$ cat src/hdl/rv_core_config.svh
`ifndef RV_CORE_CONFIG_SVH
`define RV_CORE_CONFIG_SVH

// Machine word, RV32I only
`define RV_XLEN 32

// Architectural register file
`define RV_REG_ADDR_W 5
`define RV_REG_COUNT 32

// ALU operation code width
`define RV_ALU_OP_W 4

// One store lane per byte of the word
`define RV_BYTE_EN_W (`RV_XLEN / 8)

// funct3 field of the instruction
`define RV_FUNCT3_W 3

`endif

$ cat src/hdl/rv_pkg.sv
`default_nettype none

`include "rv_core_config.svh"

package rv_pkg;

    typedef logic [`RV_XLEN-1:0]      word_t;
    typedef logic [`RV_REG_ADDR_W-1:0] reg_addr_t;
    typedef logic [`RV_ALU_OP_W-1:0]   alu_op_t;
    typedef logic [`RV_BYTE_EN_W-1:0]  byte_en_t;
    typedef logic [`RV_FUNCT3_W-1:0]   funct3_t;

    // ADD must stay zero so that a bubble computes 0 + 0
    localparam alu_op_t ALU_ADD    = 4'd0;
    localparam alu_op_t ALU_SUB    = 4'd1;
    localparam alu_op_t ALU_SLL    = 4'd2;
    localparam alu_op_t ALU_SLT    = 4'd3;
    localparam alu_op_t ALU_SLTU   = 4'd4;
    localparam alu_op_t ALU_XOR    = 4'd5;
    localparam alu_op_t ALU_SRL    = 4'd6;
    localparam alu_op_t ALU_SRA    = 4'd7;
    localparam alu_op_t ALU_OR     = 4'd8;
    localparam alu_op_t ALU_AND    = 4'd9;
    localparam alu_op_t ALU_PASS_B = 4'd10;

    typedef struct packed {
        logic    reg_wr_en;
        logic    mem_wr_en;
        logic    load_flag;
        logic    branch;
        logic    jump;
        logic    jalr;
        logic    alu_src_imm;
        logic    alu_src_a_pc;
        logic    result_pc4;
        alu_op_t alu_op;
        funct3_t funct3;
    } ctrl_t;

    typedef struct packed {
        word_t     rd_data1;
        word_t     rd_data2;
        reg_addr_t rd_addr1;
        reg_addr_t rd_addr2;
        reg_addr_t wr_addr;
        word_t     imm_ext;
        word_t     pc;
        word_t     pc_plus_4;
    } de_data_t;

    typedef struct packed {
        logic      reg_wr_en;
        reg_addr_t wr_addr;
        // ALU result or link value
        word_t     wr_value;
        logic      mem_wr_en;
        logic      load_flag;
        word_t     mem_addr;
        word_t     store_data;
        byte_en_t  byte_en;
    } ex_result_t;

endpackage

`default_nettype wire

$ cat src/hdl/decode_execute_top.sv
`timescale 1ns/1ns
`default_nettype none

module decode_execute_top import rv_pkg::*; (
    input  wire            clk_i,
    input  wire            rst_n_i,
    input  wire word_t     instr_i,
    input  wire word_t     pc_i,
    input  wire            stall_i,
    input  wire            flush_i,
    input  wire            wb_en_i,
    input  wire reg_addr_t wb_addr_i,
    input  wire word_t     wb_data_i,
    output ex_result_t     ex_result_o,
    output logic           branch_taken_o,
    output word_t          branch_target_o
);

    ctrl_t     ctrl_d;
    ctrl_t     ctrl_e;
    de_data_t  data_d;
    de_data_t  data_e;
    reg_addr_t rd_addr1_d;
    reg_addr_t rd_addr2_d;
    reg_addr_t wr_addr_d;
    word_t     rd_data1_d;
    word_t     rd_data2_d;
    word_t     imm_ext_d;
    word_t     pc_plus_4_d;
    logic      flush_int;

    // Taken branch or jump kills the instruction now in decode
    assign flush_int = flush_i | branch_taken_o;

    instr_decoder i_decoder (
        .instr_i     (instr_i),
        .pc_i        (pc_i),
        .ctrl_o      (ctrl_d),
        .rd_addr1_o  (rd_addr1_d),
        .rd_addr2_o  (rd_addr2_d),
        .wr_addr_o   (wr_addr_d),
        .imm_ext_o   (imm_ext_d),
        .pc_plus_4_o (pc_plus_4_d)
    );

    reg_file i_reg_file (
        .clk_i      (clk_i),
        .rst_n_i    (rst_n_i),
        .rd_addr1_i (rd_addr1_d),
        .rd_addr2_i (rd_addr2_d),
        .rd_data1_o (rd_data1_d),
        .rd_data2_o (rd_data2_d),
        .wr_en_i    (wb_en_i),
        .wr_addr_i  (wb_addr_i),
        .wr_data_i  (wb_data_i)
    );

    always_comb begin
        data_d.rd_data1  = rd_data1_d;
        data_d.rd_data2  = rd_data2_d;
        data_d.rd_addr1  = rd_addr1_d;
        data_d.rd_addr2  = rd_addr2_d;
        data_d.wr_addr   = wr_addr_d;
        data_d.imm_ext   = imm_ext_d;
        data_d.pc        = pc_i;
        data_d.pc_plus_4 = pc_plus_4_d;
    end

    pipeline_reg_d_e i_pipe_d_e (
        .clk_i    (clk_i),
        .rst_n_i  (rst_n_i),
        .flush_i  (flush_int),
        .stall_i  (stall_i),
        .ctrl_d_i (ctrl_d),
        .data_d_i (data_d),
        .ctrl_e_o (ctrl_e),
        .data_e_o (data_e)
    );

    execute_stage i_execute (
        .ctrl_e_i        (ctrl_e),
        .data_e_i        (data_e),
        .ex_result_o     (ex_result_o),
        .branch_taken_o  (branch_taken_o),
        .branch_target_o (branch_target_o)
    );

endmodule

`default_nettype wire

$ cat src/hdl/execute_stage.sv
`timescale 1ns/1ns
`default_nettype none

`include "rv_core_config.svh"

module execute_stage import rv_pkg::*; (
    input  wire ctrl_t    ctrl_e_i,
    input  wire de_data_t data_e_i,
    output ex_result_t    ex_result_o,
    output logic          branch_taken_o,
    output word_t         branch_target_o
);

    localparam int SHAMT_W = $clog2(`RV_XLEN);

    word_t              op_a;
    word_t              op_b;
    word_t              alu_res;
    logic [SHAMT_W-1:0] shamt;
    logic               cond_met;
    logic [1:0]         byte_off;
    byte_en_t           size_mask;

    assign op_a  = ctrl_e_i.alu_src_a_pc ? data_e_i.pc : data_e_i.rd_data1;
    assign op_b  = ctrl_e_i.alu_src_imm ? data_e_i.imm_ext : data_e_i.rd_data2;
    assign shamt = op_b[SHAMT_W-1:0];

    always_comb begin
        alu_res = '0;
        case (ctrl_e_i.alu_op)
            ALU_ADD:    alu_res = op_a + op_b;
            ALU_SUB:    alu_res = op_a - op_b;
            ALU_SLL:    alu_res = op_a << shamt;
            ALU_SLT:    alu_res[0] = $signed(op_a) < $signed(op_b);
            ALU_SLTU:   alu_res[0] = op_a < op_b;
            ALU_XOR:    alu_res = op_a ^ op_b;
            ALU_SRL:    alu_res = op_a >> shamt;
            ALU_SRA:    alu_res = $signed(op_a) >>> shamt;
            ALU_OR:     alu_res = op_a | op_b;
            ALU_AND:    alu_res = op_a & op_b;
            ALU_PASS_B: alu_res = op_b;
            default:    alu_res = '0;
        endcase
    end

    // Branch condition on the raw register values
    always_comb begin
        case (ctrl_e_i.funct3)
            3'b000:  cond_met = data_e_i.rd_data1 == data_e_i.rd_data2;
            3'b001:  cond_met = data_e_i.rd_data1 != data_e_i.rd_data2;
            3'b100:  cond_met = $signed(data_e_i.rd_data1) < $signed(data_e_i.rd_data2);
            3'b101:  cond_met = $signed(data_e_i.rd_data1) >= $signed(data_e_i.rd_data2);
            3'b110:  cond_met = data_e_i.rd_data1 < data_e_i.rd_data2;
            3'b111:  cond_met = data_e_i.rd_data1 >= data_e_i.rd_data2;
            default: cond_met = 1'b0;
        endcase
    end

    assign branch_taken_o = (ctrl_e_i.branch && cond_met) || ctrl_e_i.jump;

    // JALR target has bit 0 cleared
    assign branch_target_o = ctrl_e_i.jalr
                           ? ((data_e_i.rd_data1 + data_e_i.imm_ext) & ~32'd1)
                           : (data_e_i.pc + data_e_i.imm_ext);

    // Store lanes from size and low address bits
    assign byte_off = alu_res[1:0];

    always_comb begin
        case (ctrl_e_i.funct3[1:0])
            2'b00:   size_mask = 4'b0001;
            2'b01:   size_mask = 4'b0011;
            default: size_mask = 4'b1111;
        endcase
    end

    always_comb begin
        ex_result_o            = '0;
        ex_result_o.reg_wr_en  = ctrl_e_i.reg_wr_en;
        ex_result_o.wr_addr    = data_e_i.wr_addr;
        ex_result_o.wr_value   = ctrl_e_i.result_pc4 ? data_e_i.pc_plus_4 : alu_res;
        ex_result_o.mem_wr_en  = ctrl_e_i.mem_wr_en;
        ex_result_o.load_flag  = ctrl_e_i.load_flag;
        ex_result_o.mem_addr   = alu_res;
        if (ctrl_e_i.mem_wr_en) begin
            ex_result_o.store_data = data_e_i.rd_data2 << {byte_off, 3'b000};
            ex_result_o.byte_en    = size_mask << byte_off;
        end
    end

endmodule

`default_nettype wire

$ cat src/hdl/instr_decoder.sv
`timescale 1ns/1ns
`default_nettype none

module instr_decoder import rv_pkg::*; (
    input  wire word_t instr_i,
    input  wire word_t pc_i,
    output ctrl_t      ctrl_o,
    output reg_addr_t  rd_addr1_o,
    output reg_addr_t  rd_addr2_o,
    output reg_addr_t  wr_addr_o,
    output word_t      imm_ext_o,
    output word_t      pc_plus_4_o
);

    localparam logic [6:0] OPC_LUI    = 7'b0110111;
    localparam logic [6:0] OPC_AUIPC  = 7'b0010111;
    localparam logic [6:0] OPC_JAL    = 7'b1101111;
    localparam logic [6:0] OPC_JALR   = 7'b1100111;
    localparam logic [6:0] OPC_BRANCH = 7'b1100011;
    localparam logic [6:0] OPC_LOAD   = 7'b0000011;
    localparam logic [6:0] OPC_STORE  = 7'b0100011;
    localparam logic [6:0] OPC_OP_IMM = 7'b0010011;
    localparam logic [6:0] OPC_OP     = 7'b0110011;

    logic [6:0] opcode;
    funct3_t    funct3;
    logic       funct7_b5;
    word_t      imm_i;
    word_t      imm_s;
    word_t      imm_b;
    word_t      imm_u;
    word_t      imm_j;

    // SUB exists only in the register-register form
    function automatic alu_op_t alu_op_of(input funct3_t f3, input logic f7_b5,
                                          input logic reg_reg);
        alu_op_t op;
        case (f3)
            3'b000:  op = (reg_reg && f7_b5) ? ALU_SUB : ALU_ADD;
            3'b001:  op = ALU_SLL;
            3'b010:  op = ALU_SLT;
            3'b011:  op = ALU_SLTU;
            3'b100:  op = ALU_XOR;
            3'b101:  op = f7_b5 ? ALU_SRA : ALU_SRL;
            3'b110:  op = ALU_OR;
            default: op = ALU_AND;
        endcase
        return op;
    endfunction

    assign opcode    = instr_i[6:0];
    assign funct3    = instr_i[14:12];
    assign funct7_b5 = instr_i[30];

    assign rd_addr1_o = instr_i[19:15];
    assign rd_addr2_o = instr_i[24:20];
    assign wr_addr_o  = instr_i[11:7];

    // Immediate formats, all sign extended from bit 31
    assign imm_i = {{20{instr_i[31]}}, instr_i[31:20]};
    assign imm_s = {{20{instr_i[31]}}, instr_i[31:25], instr_i[11:7]};
    assign imm_b = {{19{instr_i[31]}}, instr_i[31], instr_i[7], instr_i[30:25],
                    instr_i[11:8], 1'b0};
    assign imm_u = {instr_i[31:12], 12'b0};
    assign imm_j = {{11{instr_i[31]}}, instr_i[31], instr_i[19:12], instr_i[20],
                    instr_i[30:21], 1'b0};

    assign pc_plus_4_o = pc_i + 32'd4;

    always_comb begin
        ctrl_o    = '0;
        imm_ext_o = '0;
        case (opcode)
            OPC_OP: begin
                ctrl_o.reg_wr_en = 1'b1;
                ctrl_o.alu_op    = alu_op_of(funct3, funct7_b5, 1'b1);
            end
            OPC_OP_IMM: begin
                ctrl_o.reg_wr_en   = 1'b1;
                ctrl_o.alu_src_imm = 1'b1;
                ctrl_o.alu_op      = alu_op_of(funct3, funct7_b5, 1'b0);
                imm_ext_o          = imm_i;
            end
            OPC_LUI: begin
                ctrl_o.reg_wr_en   = 1'b1;
                ctrl_o.alu_src_imm = 1'b1;
                ctrl_o.alu_op      = ALU_PASS_B;
                imm_ext_o          = imm_u;
            end
            OPC_AUIPC: begin
                ctrl_o.reg_wr_en    = 1'b1;
                ctrl_o.alu_src_imm  = 1'b1;
                ctrl_o.alu_src_a_pc = 1'b1;
                imm_ext_o           = imm_u;
            end
            OPC_LOAD: begin
                ctrl_o.reg_wr_en   = 1'b1;
                ctrl_o.load_flag   = 1'b1;
                ctrl_o.alu_src_imm = 1'b1;
                ctrl_o.funct3      = funct3;
                imm_ext_o          = imm_i;
            end
            OPC_STORE: begin
                ctrl_o.mem_wr_en   = 1'b1;
                ctrl_o.alu_src_imm = 1'b1;
                ctrl_o.funct3      = funct3;
                imm_ext_o          = imm_s;
            end
            OPC_BRANCH: begin
                ctrl_o.branch = 1'b1;
                ctrl_o.funct3 = funct3;
                imm_ext_o     = imm_b;
            end
            OPC_JAL: begin
                ctrl_o.reg_wr_en  = 1'b1;
                ctrl_o.jump       = 1'b1;
                ctrl_o.result_pc4 = 1'b1;
                imm_ext_o         = imm_j;
            end
            OPC_JALR: begin
                ctrl_o.reg_wr_en   = 1'b1;
                ctrl_o.jump        = 1'b1;
                ctrl_o.jalr        = 1'b1;
                ctrl_o.result_pc4  = 1'b1;
                ctrl_o.alu_src_imm = 1'b1;
                imm_ext_o          = imm_i;
            end
            default: ;
        endcase
    end

endmodule

`default_nettype wire

$ cat src/hdl/pipeline_reg_d_e.sv
`timescale 1ns/1ns
`default_nettype none

module pipeline_reg_d_e import rv_pkg::*; (
    input  wire           clk_i,
    input  wire           rst_n_i,
    input  wire           flush_i,
    input  wire           stall_i,

    // Decode side
    input  wire ctrl_t    ctrl_d_i,
    input  wire de_data_t data_d_i,

    // Execute side
    output ctrl_t         ctrl_e_o,
    output de_data_t      data_e_o
);

    // Reset and flush both leave a bubble, flush wins over stall
    always_ff @(posedge clk_i) begin
        if (!rst_n_i || flush_i) begin
            ctrl_e_o <= '0;
            data_e_o <= '0;
        end else if (!stall_i) begin
            ctrl_e_o <= ctrl_d_i;
            data_e_o <= data_d_i;
        end
    end

    // Held contents after a stall edge
    a_stall_hold: assert property (
        @(posedge clk_i)
        (rst_n_i && stall_i && !flush_i) |=> ($stable(ctrl_e_o) && $stable(data_e_o))
    ) else $error("pipeline_reg_d_e: contents changed during stall");

endmodule

`default_nettype wire

$ cat src/hdl/reg_file.sv
`timescale 1ns/1ns
`default_nettype none

`include "rv_core_config.svh"

module reg_file import rv_pkg::*; (
    input  wire            clk_i,
    input  wire            rst_n_i,
    input  wire reg_addr_t rd_addr1_i,
    input  wire reg_addr_t rd_addr2_i,
    output word_t          rd_data1_o,
    output word_t          rd_data2_o,
    input  wire            wr_en_i,
    input  wire reg_addr_t wr_addr_i,
    input  wire word_t     wr_data_i
);

    // x0 has no storage
    word_t regs [1:`RV_REG_COUNT-1];

    // Write in the same cycle is seen by the read
    function automatic word_t read_port(input reg_addr_t addr);
        word_t value;
        if (addr == '0) begin
            value = '0;
        end else if (wr_en_i && (wr_addr_i == addr)) begin
            value = wr_data_i;
        end else begin
            value = regs[addr];
        end
        return value;
    endfunction

    always_ff @(posedge clk_i) begin
        if (!rst_n_i) begin
            for (int i = 1; i < `RV_REG_COUNT; i++) begin
                regs[i] <= '0;
            end
        end else if (wr_en_i && (wr_addr_i != '0)) begin
            regs[wr_addr_i] <= wr_data_i;
        end
    end

    always_comb begin
        rd_data1_o = read_port(rd_addr1_i);
        rd_data2_o = read_port(rd_addr2_i);
    end

endmodule

`default_nettype wire

$ cat config.mk
export PLATFORM = sky130hd
export DESIGN_NAME = decode_execute_top
export DESIGN_NICKNAME = d
export VERILOG_FILES = /design/src/hdl/rv_pkg.sv /design/src/hdl/decode_execute_top.sv /design/src/hdl/execute_stage.sv /design/src/hdl/instr_decoder.sv /design/src/hdl/pipeline_reg_d_e.sv /design/src/hdl/reg_file.sv
export VERILOG_INCLUDE_DIRS = /design/src /design/src/hdl
export SDC_FILE = /design/constraint.sdc
export NUM_CORES = 2
export LEC_CHECK = 0
export BUFFER_PORTS_ARGS = -buffer_cell sky130_fd_sc_hd__buf_2
export CAP_MARGIN = 30
export CELL_PAD_IN_SITES_DETAIL_PLACEMENT = 0
export CELL_PAD_IN_SITES_GLOBAL_PLACEMENT = 2
export CORE_AREA = 3 3 322 641
export DETAILED_ROUTE_END_ITERATION = 7
export DIE_AREA = 0 0 325 644
export HOLD_SLACK_MARGIN = 0.08
export PLACE_DENSITY = 0.83
export SYNTH_ARGS = -nofsm -noshare
export SYNTH_HDL_FRONTEND = slang
export SYNTH_SLANG_ARGS = --single-unit
$ cat constraint.sdc
create_clock -name clk_i -period 9.6 [get_ports clk_i]
set_clock_uncertainty 0.15 [all_clocks]
set_input_delay 0.96 -clock clk_i [delete_from_list [all_inputs] [get_ports clk_i]]
set_output_delay 0.96 -clock clk_i [all_outputs]
set_load 0.02 [all_outputs]
### Yosys cells after proc, flatten, opt, wreduce, memory -nomap -nowiden

Memory sizes are Yosys's and may differ from the RTL's.
Index checks and enable logic that the tools add are counted.
W data, S select, Z words.

| word-level totals | value |
|---|---|
| flip-flop bits (word level) | 180 |
| input bits | 106 |
| memories | 1 |
| latch bits | 0 |
| RAM bits | 992 |
| word-level logic and storage cells | 128 |
| ROM bits | 0 |
| output and inout port bits | 141 |

Memory list:

| name | depth | bits a word | read ports | clocked after Yosys merged registers in | wr ports | line | source |
|---|---|---|---|---|---|---|---|
| i_reg_file.regs | 31 | 32 | 2 | 0 | 31 | reg_file.sv:19 | `` word_t regs [1:`RV_REG_COUNT-1]; `` |

| cells by class | value |
|---|---|
| reduce and logical (&&, ||, !) cells | 21 |
| shifts and indexed selects | 5 |
| div/mod/pow operators | 0 |
| bitwise gates (word level) | 4 |
| add/sub/neg operators | 5 |
| multipliers | 0 |
| multiplexer cells | 35 |
| order comparisons | 6 |
| equality and inequality tests | 35 |

Operators with widths:

| cell | number |
|---|---|
| $mux W32 | 9 |
| $pmux W31 S9 | 1 |
| $pmux W32 S5 | 1 |
| $lt A32 B32 Y1 | 4 |
| $add A32 B32 Y32 | 3 |
| $ge A32 B32 Y1 | 2 |
| $shl A32 B5 Y32 | 2 |
| $pmux W4 S7 | 2 |
| $mux W36 | 1 |
| $add A32 B3 Y32 const B | 1 |
| $and A32 B32 Y32 | 1 |
| $eq A32 B32 Y1 | 1 |
| $ne A32 B32 Y1 | 1 |
| $or A32 B32 Y32 | 1 |
| $reduce_or A32 Y1 | 1 |
| $shr A32 B5 Y32 | 1 |
| $sshr A32 B5 Y32 | 1 |
| $sub A32 B32 Y32 | 1 |
| $xor A32 B32 Y32 | 1 |
| $eq A3 B3 Y1 const B | 7 |
| $eq A7 B6 Y1 const B | 3 |
| $eq A7 B7 Y1 const B | 3 |
| $eq A4 B3 Y1 const B | 4 |
| $mux W1 | 15 |
| other kinds (29) | 44 |

### Logic depth before layout (Yosys ltp)

| logic depth | value |
|---|---|
| word-level depth | 7 |
| depth in mapped cells | 21 |
| gate-level depth less buffers | 16 |

### By module

From an unflattened synthesis, not the netlist that was laid out.

| unflattened totals | value |
|---|---|
| cell total of the unflattened synthesis | 6763 |
| area total of the unflattened synthesis | 78053.6 µm² |

Modules (own cells, without submodules):

| module | sequential area each (µm²) | area each (µm²) | cells each | instances |
|---|---|---|---|---|
| reg_file | 30749.5 | 54681.2 | 3742 | 1 |
| execute_stage | 0.0 | 15117.0 | 2208 | 1 |
| pipeline_reg_d_e | 3823.7 | 6875.3 | 616 | 1 |
| instr_decoder | 0.0 | 1373.8 | 196 | 1 |
| decode_execute_top | 0.0 | 6.3 | 1 | 1 |

### Worst setup path after synthesis

Ideal clock, no wire load.

| timing path | value |
|---|---|
| path type | register to output |
| start point | register i_pipe_d_e.ctrl_e_o[9] (netlist name) |
| end point | output port ex_result_o[96] (netlist name) |
| required time | 8.490 ns |
| stages on the path, launching flop included | 20 |
| path buffers | 4 |
| arrival | 4.578 ns |
| path slack | 3.912 ns |
| cell sequence | dfxtp_1 buf_6 mux2i_1 inv_1 buf_2 buf_1 clkbuf_1 ha_1 fa_1 a21oi_1 nor3_1 a311o_1 o211ai_1 o21ai_1 o2111ai_1 o21bai_1 o31ai_1 a221oi_1 o21ai_1 mux2_2 |

RTL lines:

| element | line | source |
|---|---|---|
| start, declared | pipeline_reg_d_e.sv:15 | `output ctrl_t ctrl_e_o,` |
| start signal, assigned | pipeline_reg_d_e.sv:25 | `ctrl_e_o <= ctrl_d_i;` |
| end, declared | decode_execute_top.sv:14 | `output ex_result_t ex_result_o,` |

==> impl_metrics.prom <==
# TYPE chip_impl_metric gauge
chip_impl_metric{name="die_area",unit="um2"} 209300
chip_impl_info{name="clock_tree.root_cell",value="sky130_fd_sc_hd__clkbuf_16"} 1
chip_impl_metric{name="clock_latency",unit="ps"} 780
chip_impl_info{name="cts_tree",value="built"} 1
chip_impl_metric{name="effective_utilization_at_floorplan",unit=""} 0.3787
chip_impl_metric{name="switching_power",unit="mW"} 3.917
chip_impl_metric{name="crit_required",unit="ps"} 8490
chip_impl_metric{name="netlist-cell-type-count",unit=""} 98
chip_impl_metric{name="synth_adder_area_share",unit=""} 0.03228
chip_impl_metric{name="cts_inserted_buffers",unit=""} 108
chip_impl_metric{name="share_seq_of_total_power",unit=""} 0.461
chip_impl_metric{name="reg2reg_slack",unit="ps"} 3420
chip_impl_metric{name="clock_sinks",unit=""} 1202
chip_impl_metric{name="cp_data_arrival_time",unit="ps"} 6760
chip_impl_metric{name="grt_max_degree",unit=""} 136
chip_impl_metric{name="power.internal",unit="mW"} 9.312
chip_impl_metric{name="number_of_antenna_violations_at_the_first_check_in_global_routing",unit=""} 57
chip_impl_metric{name="synth_simple_gate_area_frac",unit=""} 0.1440
chip_impl_metric{name="synth-edff-count",unit=""} 1024
chip_impl_metric{name="total_leakage_power",unit="nW"} 31.02
chip_impl_info{name="min_from",value="pc_i[14]"} 1
chip_impl_metric{name="drc",unit=""} 0
chip_impl_metric{name="synthesis.instances",unit=""} 6778
chip_impl_metric{name="cap_viol_max_count",unit=""} 0
chip_impl_metric{name="dr_iter_0_viols",unit=""} 7404
chip_impl_metric{name="footprint_of_the_multi_input_gates",unit="um2"} 39950
chip_impl_metric{name="powerDensity",unit="nW/um2"} 155.2
chip_impl_info{name="synth.area.top_cells",value="sky130_fd_sc_hd__edfxtp_1 (40%), sky130_fd_sc_hd__mux4_2 (13%), sky130_fd_sc_hd__and2_1 (8.2%)"} 1
chip_impl_metric{name="synth_compound_area_frac",unit=""} 0.1246
chip_impl_metric{name="cts_setup_buffers",unit=""} 0
chip_impl_metric{name="timing.slew.headroom",unit=""} 0.1888
chip_impl_metric{name="grt.total_usage",unit=""} 0.3412
chip_impl_metric{name="ys_ff_latch",unit=""} 1202
chip_impl_info{name="rr_startpoint",value="i_pipe_d_e.data_e_o[120]"} 1
chip_impl_metric{name="final_wirelength",unit="um"} 363900
chip_impl_metric{name="drive_gt1_frac",unit=""} 0.1960
chip_impl_metric{name="ff2ff_path_depth",unit=""} 14
chip_impl_metric{name="wire_per_inst",unit="um"} 37.85
chip_impl_metric{name="fp.dieW",unit="um"} 325
chip_impl_metric{name="fraction_of_synthesized_area_in_multiplexers",unit=""} 0.2010
chip_impl_info{name="leading_register_cell_type_out_of_synthesis",value="sky130_fd_sc_hd__edfxtp_1"} 1
chip_impl_info{name="r2r-end",value="i_pipe_d_e.ctrl_e_o[9]"} 1
chip_impl_metric{name="synth_xor_xnor_area_share",unit=""} 0.008814
chip_impl_metric{name="cts_hold_buf",unit=""} 0
chip_impl_metric{name="place.detailed.hpwl",unit="um"} 250500
chip_impl_metric{name="grt_pass1_wl",unit="um"} 496900
chip_impl_metric{name="timing.setup.tns",unit="ps"} 0
chip_impl_metric{name="design.core.area",unit="um2"} 202000
chip_impl_metric{name="rows",unit=""} 233
chip_impl_metric{name="global_route.overflow_total",unit=""} 0
chip_impl_metric{name="asyncSetResetFlopFracSynth",unit=""} 0
chip_impl_info{name="violated_checks",value="antenna rules"} 1
chip_impl_metric{name="switching_part_of_the_total",unit=""} 0.2961
chip_impl_metric{name="timing.final.hold_violations",unit=""} 0
chip_impl_metric{name="die_height",unit="um"} 644
chip_impl_metric{name="detail_route.first_pass.iterations",unit=""} 6
chip_impl_metric{name="finalCriticalPeriod",unit="ps"} 7873
chip_impl_info{name="layout.cells.most_common_list",value="sky130_fd_sc_hd__edfxtp_1 (1024), sky130_fd_sc_hd__and2_1 (1006), sky130_fd_sc_hd__mux4_2 (449)"} 1
chip_impl_info{name="crit_start",value="i_pipe_d_e.ctrl_e_o[8]"} 1
chip_impl_metric{name="number_of_global_route_vias_before_repair",unit=""} 62600
chip_impl_info{name="synth_top_family_by_area",value="multiplexers"} 1
chip_impl_metric{name="placed_cells_incl_taps",unit=""} 9345
chip_impl_metric{name="placement.io_buffers",unit=""} 246
chip_impl_metric{name="critical_path.max_fanout",unit=""} 38
chip_impl_info{name="mostFrequentLayoutCell",value="sky130_fd_sc_hd__edfxtp_1"} 1
chip_impl_metric{name="vias_per_cell",unit=""} 6.418
chip_impl_metric{name="timing.final.max_slew_violations",unit=""} 0
chip_impl_metric{name="max_freq",unit="MHz"} 127.0
chip_impl_metric{name="antenna_violating_nets_post_route",unit=""} 1
chip_impl_metric{name="synth_sequential_area_ratio",unit=""} 0.4484
chip_impl_metric{name="final_min_period_over_clock_period",unit=""} 0.8201
chip_impl_info{name="holdCritPathClass",value="in2reg"} 1
chip_impl_metric{name="area_delta_synth_final",unit="%"} 11.43
chip_impl_metric{name="cts-htree-levels",unit=""} 3
chip_impl_metric{name="power.ir.vdd_worst",unit="V"} 0.0001598
chip_impl_metric{name="final_cells",unit=""} 9614
chip_impl_metric{name="avgSynthCellArea",unit="um2"} 11.29
chip_impl_metric{name="number_of_gates_resized_after_cts",unit=""} 0
chip_impl_metric{name="timing.final.setup_violations",unit=""} 0
chip_impl_metric{name="n_fill_cell",unit=""} 19030
chip_impl_info{name="outcome",value="complete, but fails checks"} 1
chip_impl_metric{name="place_congestion",unit=""} 1.073
chip_impl_metric{name="area.sequential",unit="um2"} 34320
chip_impl_info{name="grt_setup_unrepaired",value="no"} 1
chip_impl_metric{name="actual_slew_at_the_worst_max_slew_pin",unit="ps"} 1217
chip_impl_info{name="path_class",value="reg2out"} 1
chip_impl_info{name="setup.worst_path.end_class",value="output port"} 1
chip_impl_metric{name="vias",unit=""} 61700
chip_impl_metric{name="synth.yosys.warnings",unit=""} 0
chip_impl_info{name="synth_area_leader_cell",value="sky130_fd_sc_hd__edfxtp_1"} 1
chip_impl_metric{name="clkSlewWorstSetupHoldPaths",unit="ps"} 80
chip_impl_metric{name="nets_finish",unit=""} 7076
chip_impl_info{name="worstSetupEndpoint",value="ex_result_o[30]"} 1
chip_impl_metric{name="post_synth_instance_area",unit="um2"} 76520
chip_impl_metric{name="synth.top_cell.area_share",unit=""} 0.4019
chip_impl_metric{name="io_pins",unit=""} 247
chip_impl_metric{name="power_share_of_the_combinational_group",unit=""} 0.179
chip_impl_metric{name="power_frac_clock",unit=""} 0.361
chip_impl_info{name="start_kind",value="register"} 1
chip_impl_metric{name="cts_max_path_buffers",unit=""} 3
==> sequential cells by signal, indices dropped and copies added, names as in the netlist <==
register             count
i_reg_file.regs       1024
i_pipe_d_e.ctrl_e_o     15
i_pipe_d_e.data_e_o    163
==> layout make-up <==
| class | count | area share |
|---|---|---|
| multi-input combinational | 4823 | 0.4685 |
| antenna | 43 | 0.001262 |
| sequential | 1202 | 0.4025 |
| clock buffer | 122 | 0.03231 |
| inverter | 172 | 0.007572 |
| clock inverter | 82 | 0.01218 |
| timing repair buffer | 468 | 0.03605 |
| tap | 2702 | 0.03965 |
==> worst max-delay path, cell delays in order (launching register included) <==
cell and delay, ps:
sky130_fd_sc_hd__dfxtp_2 320, sky130_fd_sc_hd__buf_4 320, sky130_fd_sc_hd__mux2i_1 910, sky130_fd_sc_hd__ha_1 500, sky130_fd_sc_hd__a211oi_1 660, sky130_fd_sc_hd__o31ai_2 220
sky130_fd_sc_hd__buf_6 210, sky130_fd_sc_hd__a2111oi_0 590, sky130_fd_sc_hd__o211ai_1 220, sky130_fd_sc_hd__a221oi_4 270, sky130_fd_sc_hd__buf_4 550, sky130_fd_sc_hd__mux2i_1 470
sky130_fd_sc_hd__nand2_1 120, sky130_fd_sc_hd__and3_1 340, sky130_fd_sc_hd__buf_2 220
==> per-layer routing <==
metal / up-vias / track usage / part of all wire
met4: 32 / 0.3419 / 0.12
met5: - / 0 / 0.00069
met3: 1420 / 0.07850 / 0.086
met1: 30910 / 0.3317 / 0.30
li1: 25380 / - / -
met2: 3963 / 0.5844 / 0.49
==> power by group through the flow <==
stage | logic [mW] | clock network [mW] | registers, mW
final | 2.36 | 4.77 | 6.09
after detailed placement | 2.29 | 0 | 6.20
after CTS | 2.30 | 4.80 | 6.09
after global routing | 2.44 | 5.00 | 6.12
after floorplan | 1.40 | 0 | 6.14
after global placement | 2.27 | 0 | 6.17
==> stage by stage <==
step / hold slack, ps / utilization / area (um2) / total power [mW] / setup slack (ps)
3_3_place_gp: 315.9 / 0.4012 / 81050 / 8.440 / 2065
4_1_cts: 257.5 / 0.4204 / 84930 / 13.19 / 1709
5_1_grt: 294.8 / 0.4216 / 85170 / 13.56 / 1706
2_1_floorplan: 302.3 / - / 76630 / 7.542 / 3912
6_report: 288.8 / 0.4220 / 85270 / 13.23 / 1727
3_5_place_dp: 326.6 / 0.4016 / 81140 / 8.495 / 2506
==> Yosys cell counts (11+ instances only) <==
| cell type | n |
|---|---|
| sky130_fd_sc_hd__ha_1 | 191 |
| sky130_fd_sc_hd__a211oi_1 | 49 |
| sky130_fd_sc_hd__mux2_2 | 114 |
| sky130_fd_sc_hd__xnor2_1 | 40 |
| sky130_fd_sc_hd__o21ai_0 | 334 |
| sky130_fd_sc_hd__inv_2 | 14 |
| sky130_fd_sc_hd__edfxtp_1 | 1024 |
| sky130_fd_sc_hd__mux2i_1 | 367 |
| sky130_fd_sc_hd__o211ai_1 | 114 |
| sky130_fd_sc_hd__nor3_1 | 56 |
| sky130_fd_sc_hd__a21o_1 | 46 |
| sky130_fd_sc_hd__o31ai_1 | 17 |
| sky130_fd_sc_hd__nand2_1 | 313 |
| sky130_fd_sc_hd__a21oi_1 | 407 |
| sky130_fd_sc_hd__a311oi_1 | 11 |
| sky130_fd_sc_hd__o21ai_1 | 24 |
| sky130_fd_sc_hd__or3_1 | 11 |
| sky130_fd_sc_hd__buf_1 | 81 |
| sky130_fd_sc_hd__xor2_1 | 37 |
| sky130_fd_sc_hd__nand2b_1 | 23 |
| sky130_fd_sc_hd__nand4_1 | 17 |
| sky130_fd_sc_hd__o221ai_1 | 13 |
| sky130_fd_sc_hd__o21a_1 | 29 |
| sky130_fd_sc_hd__nand3b_1 | 11 |
| sky130_fd_sc_hd__buf_4 | 11 |
| sky130_fd_sc_hd__nand3_1 | 49 |
| sky130_fd_sc_hd__o2111ai_1 | 14 |
| sky130_fd_sc_hd__nor2b_1 | 43 |
| sky130_fd_sc_hd__and2_1 | 1006 |
| sky130_fd_sc_hd__a221oi_1 | 104 |
| sky130_fd_sc_hd__a31oi_1 | 30 |
| sky130_fd_sc_hd__buf_2 | 44 |
| sky130_fd_sc_hd__o21bai_1 | 27 |
| sky130_fd_sc_hd__clkbuf_1 | 465 |
| sky130_fd_sc_hd__mux2i_2 | 11 |
| sky130_fd_sc_hd__nor4_1 | 14 |
| sky130_fd_sc_hd__o22ai_1 | 36 |
| sky130_fd_sc_hd__buf_6 | 11 |
| sky130_fd_sc_hd__dfxtp_1 | 178 |
| sky130_fd_sc_hd__a22oi_1 | 125 |
| sky130_fd_sc_hd__inv_1 | 157 |
| sky130_fd_sc_hd__mux4_2 | 449 |
| sky130_fd_sc_hd__and3_1 | 34 |
| sky130_fd_sc_hd__nor2_1 | 480 |
==> logic make-up after synthesis <==
kind of cell | count (synthesis)
and+or+nand+nor | 2086
AOI/OAI and AO/OA | 1485
DFF | 1202
muxes | 948
buffers and inverters | 784
adders and majority gates | 195
xor gates and xnor gates | 77
other | 1
==> worst min path at each step <==
| stage | endpoint | slack (ps) | cells past startpoint |
|---|---|---|---|
| floorplan | i_pipe_d_e.ctrl_e_o[12] | 300 | 2 |
| global placement | i_pipe_d_e.data_e_o[8] | 320 | 2 |
| detailed placement | i_pipe_d_e.data_e_o[8] | 330 | 2 |
| CTS | i_pipe_d_e.data_e_o[14] | 260 | 2 |
| global route | i_pipe_d_e.data_e_o[14] | 290 | 2 |
| finish | i_pipe_d_e.data_e_o[14] | 290 | 2 |
No activity file was read; power rests on OpenSTA's default activity.
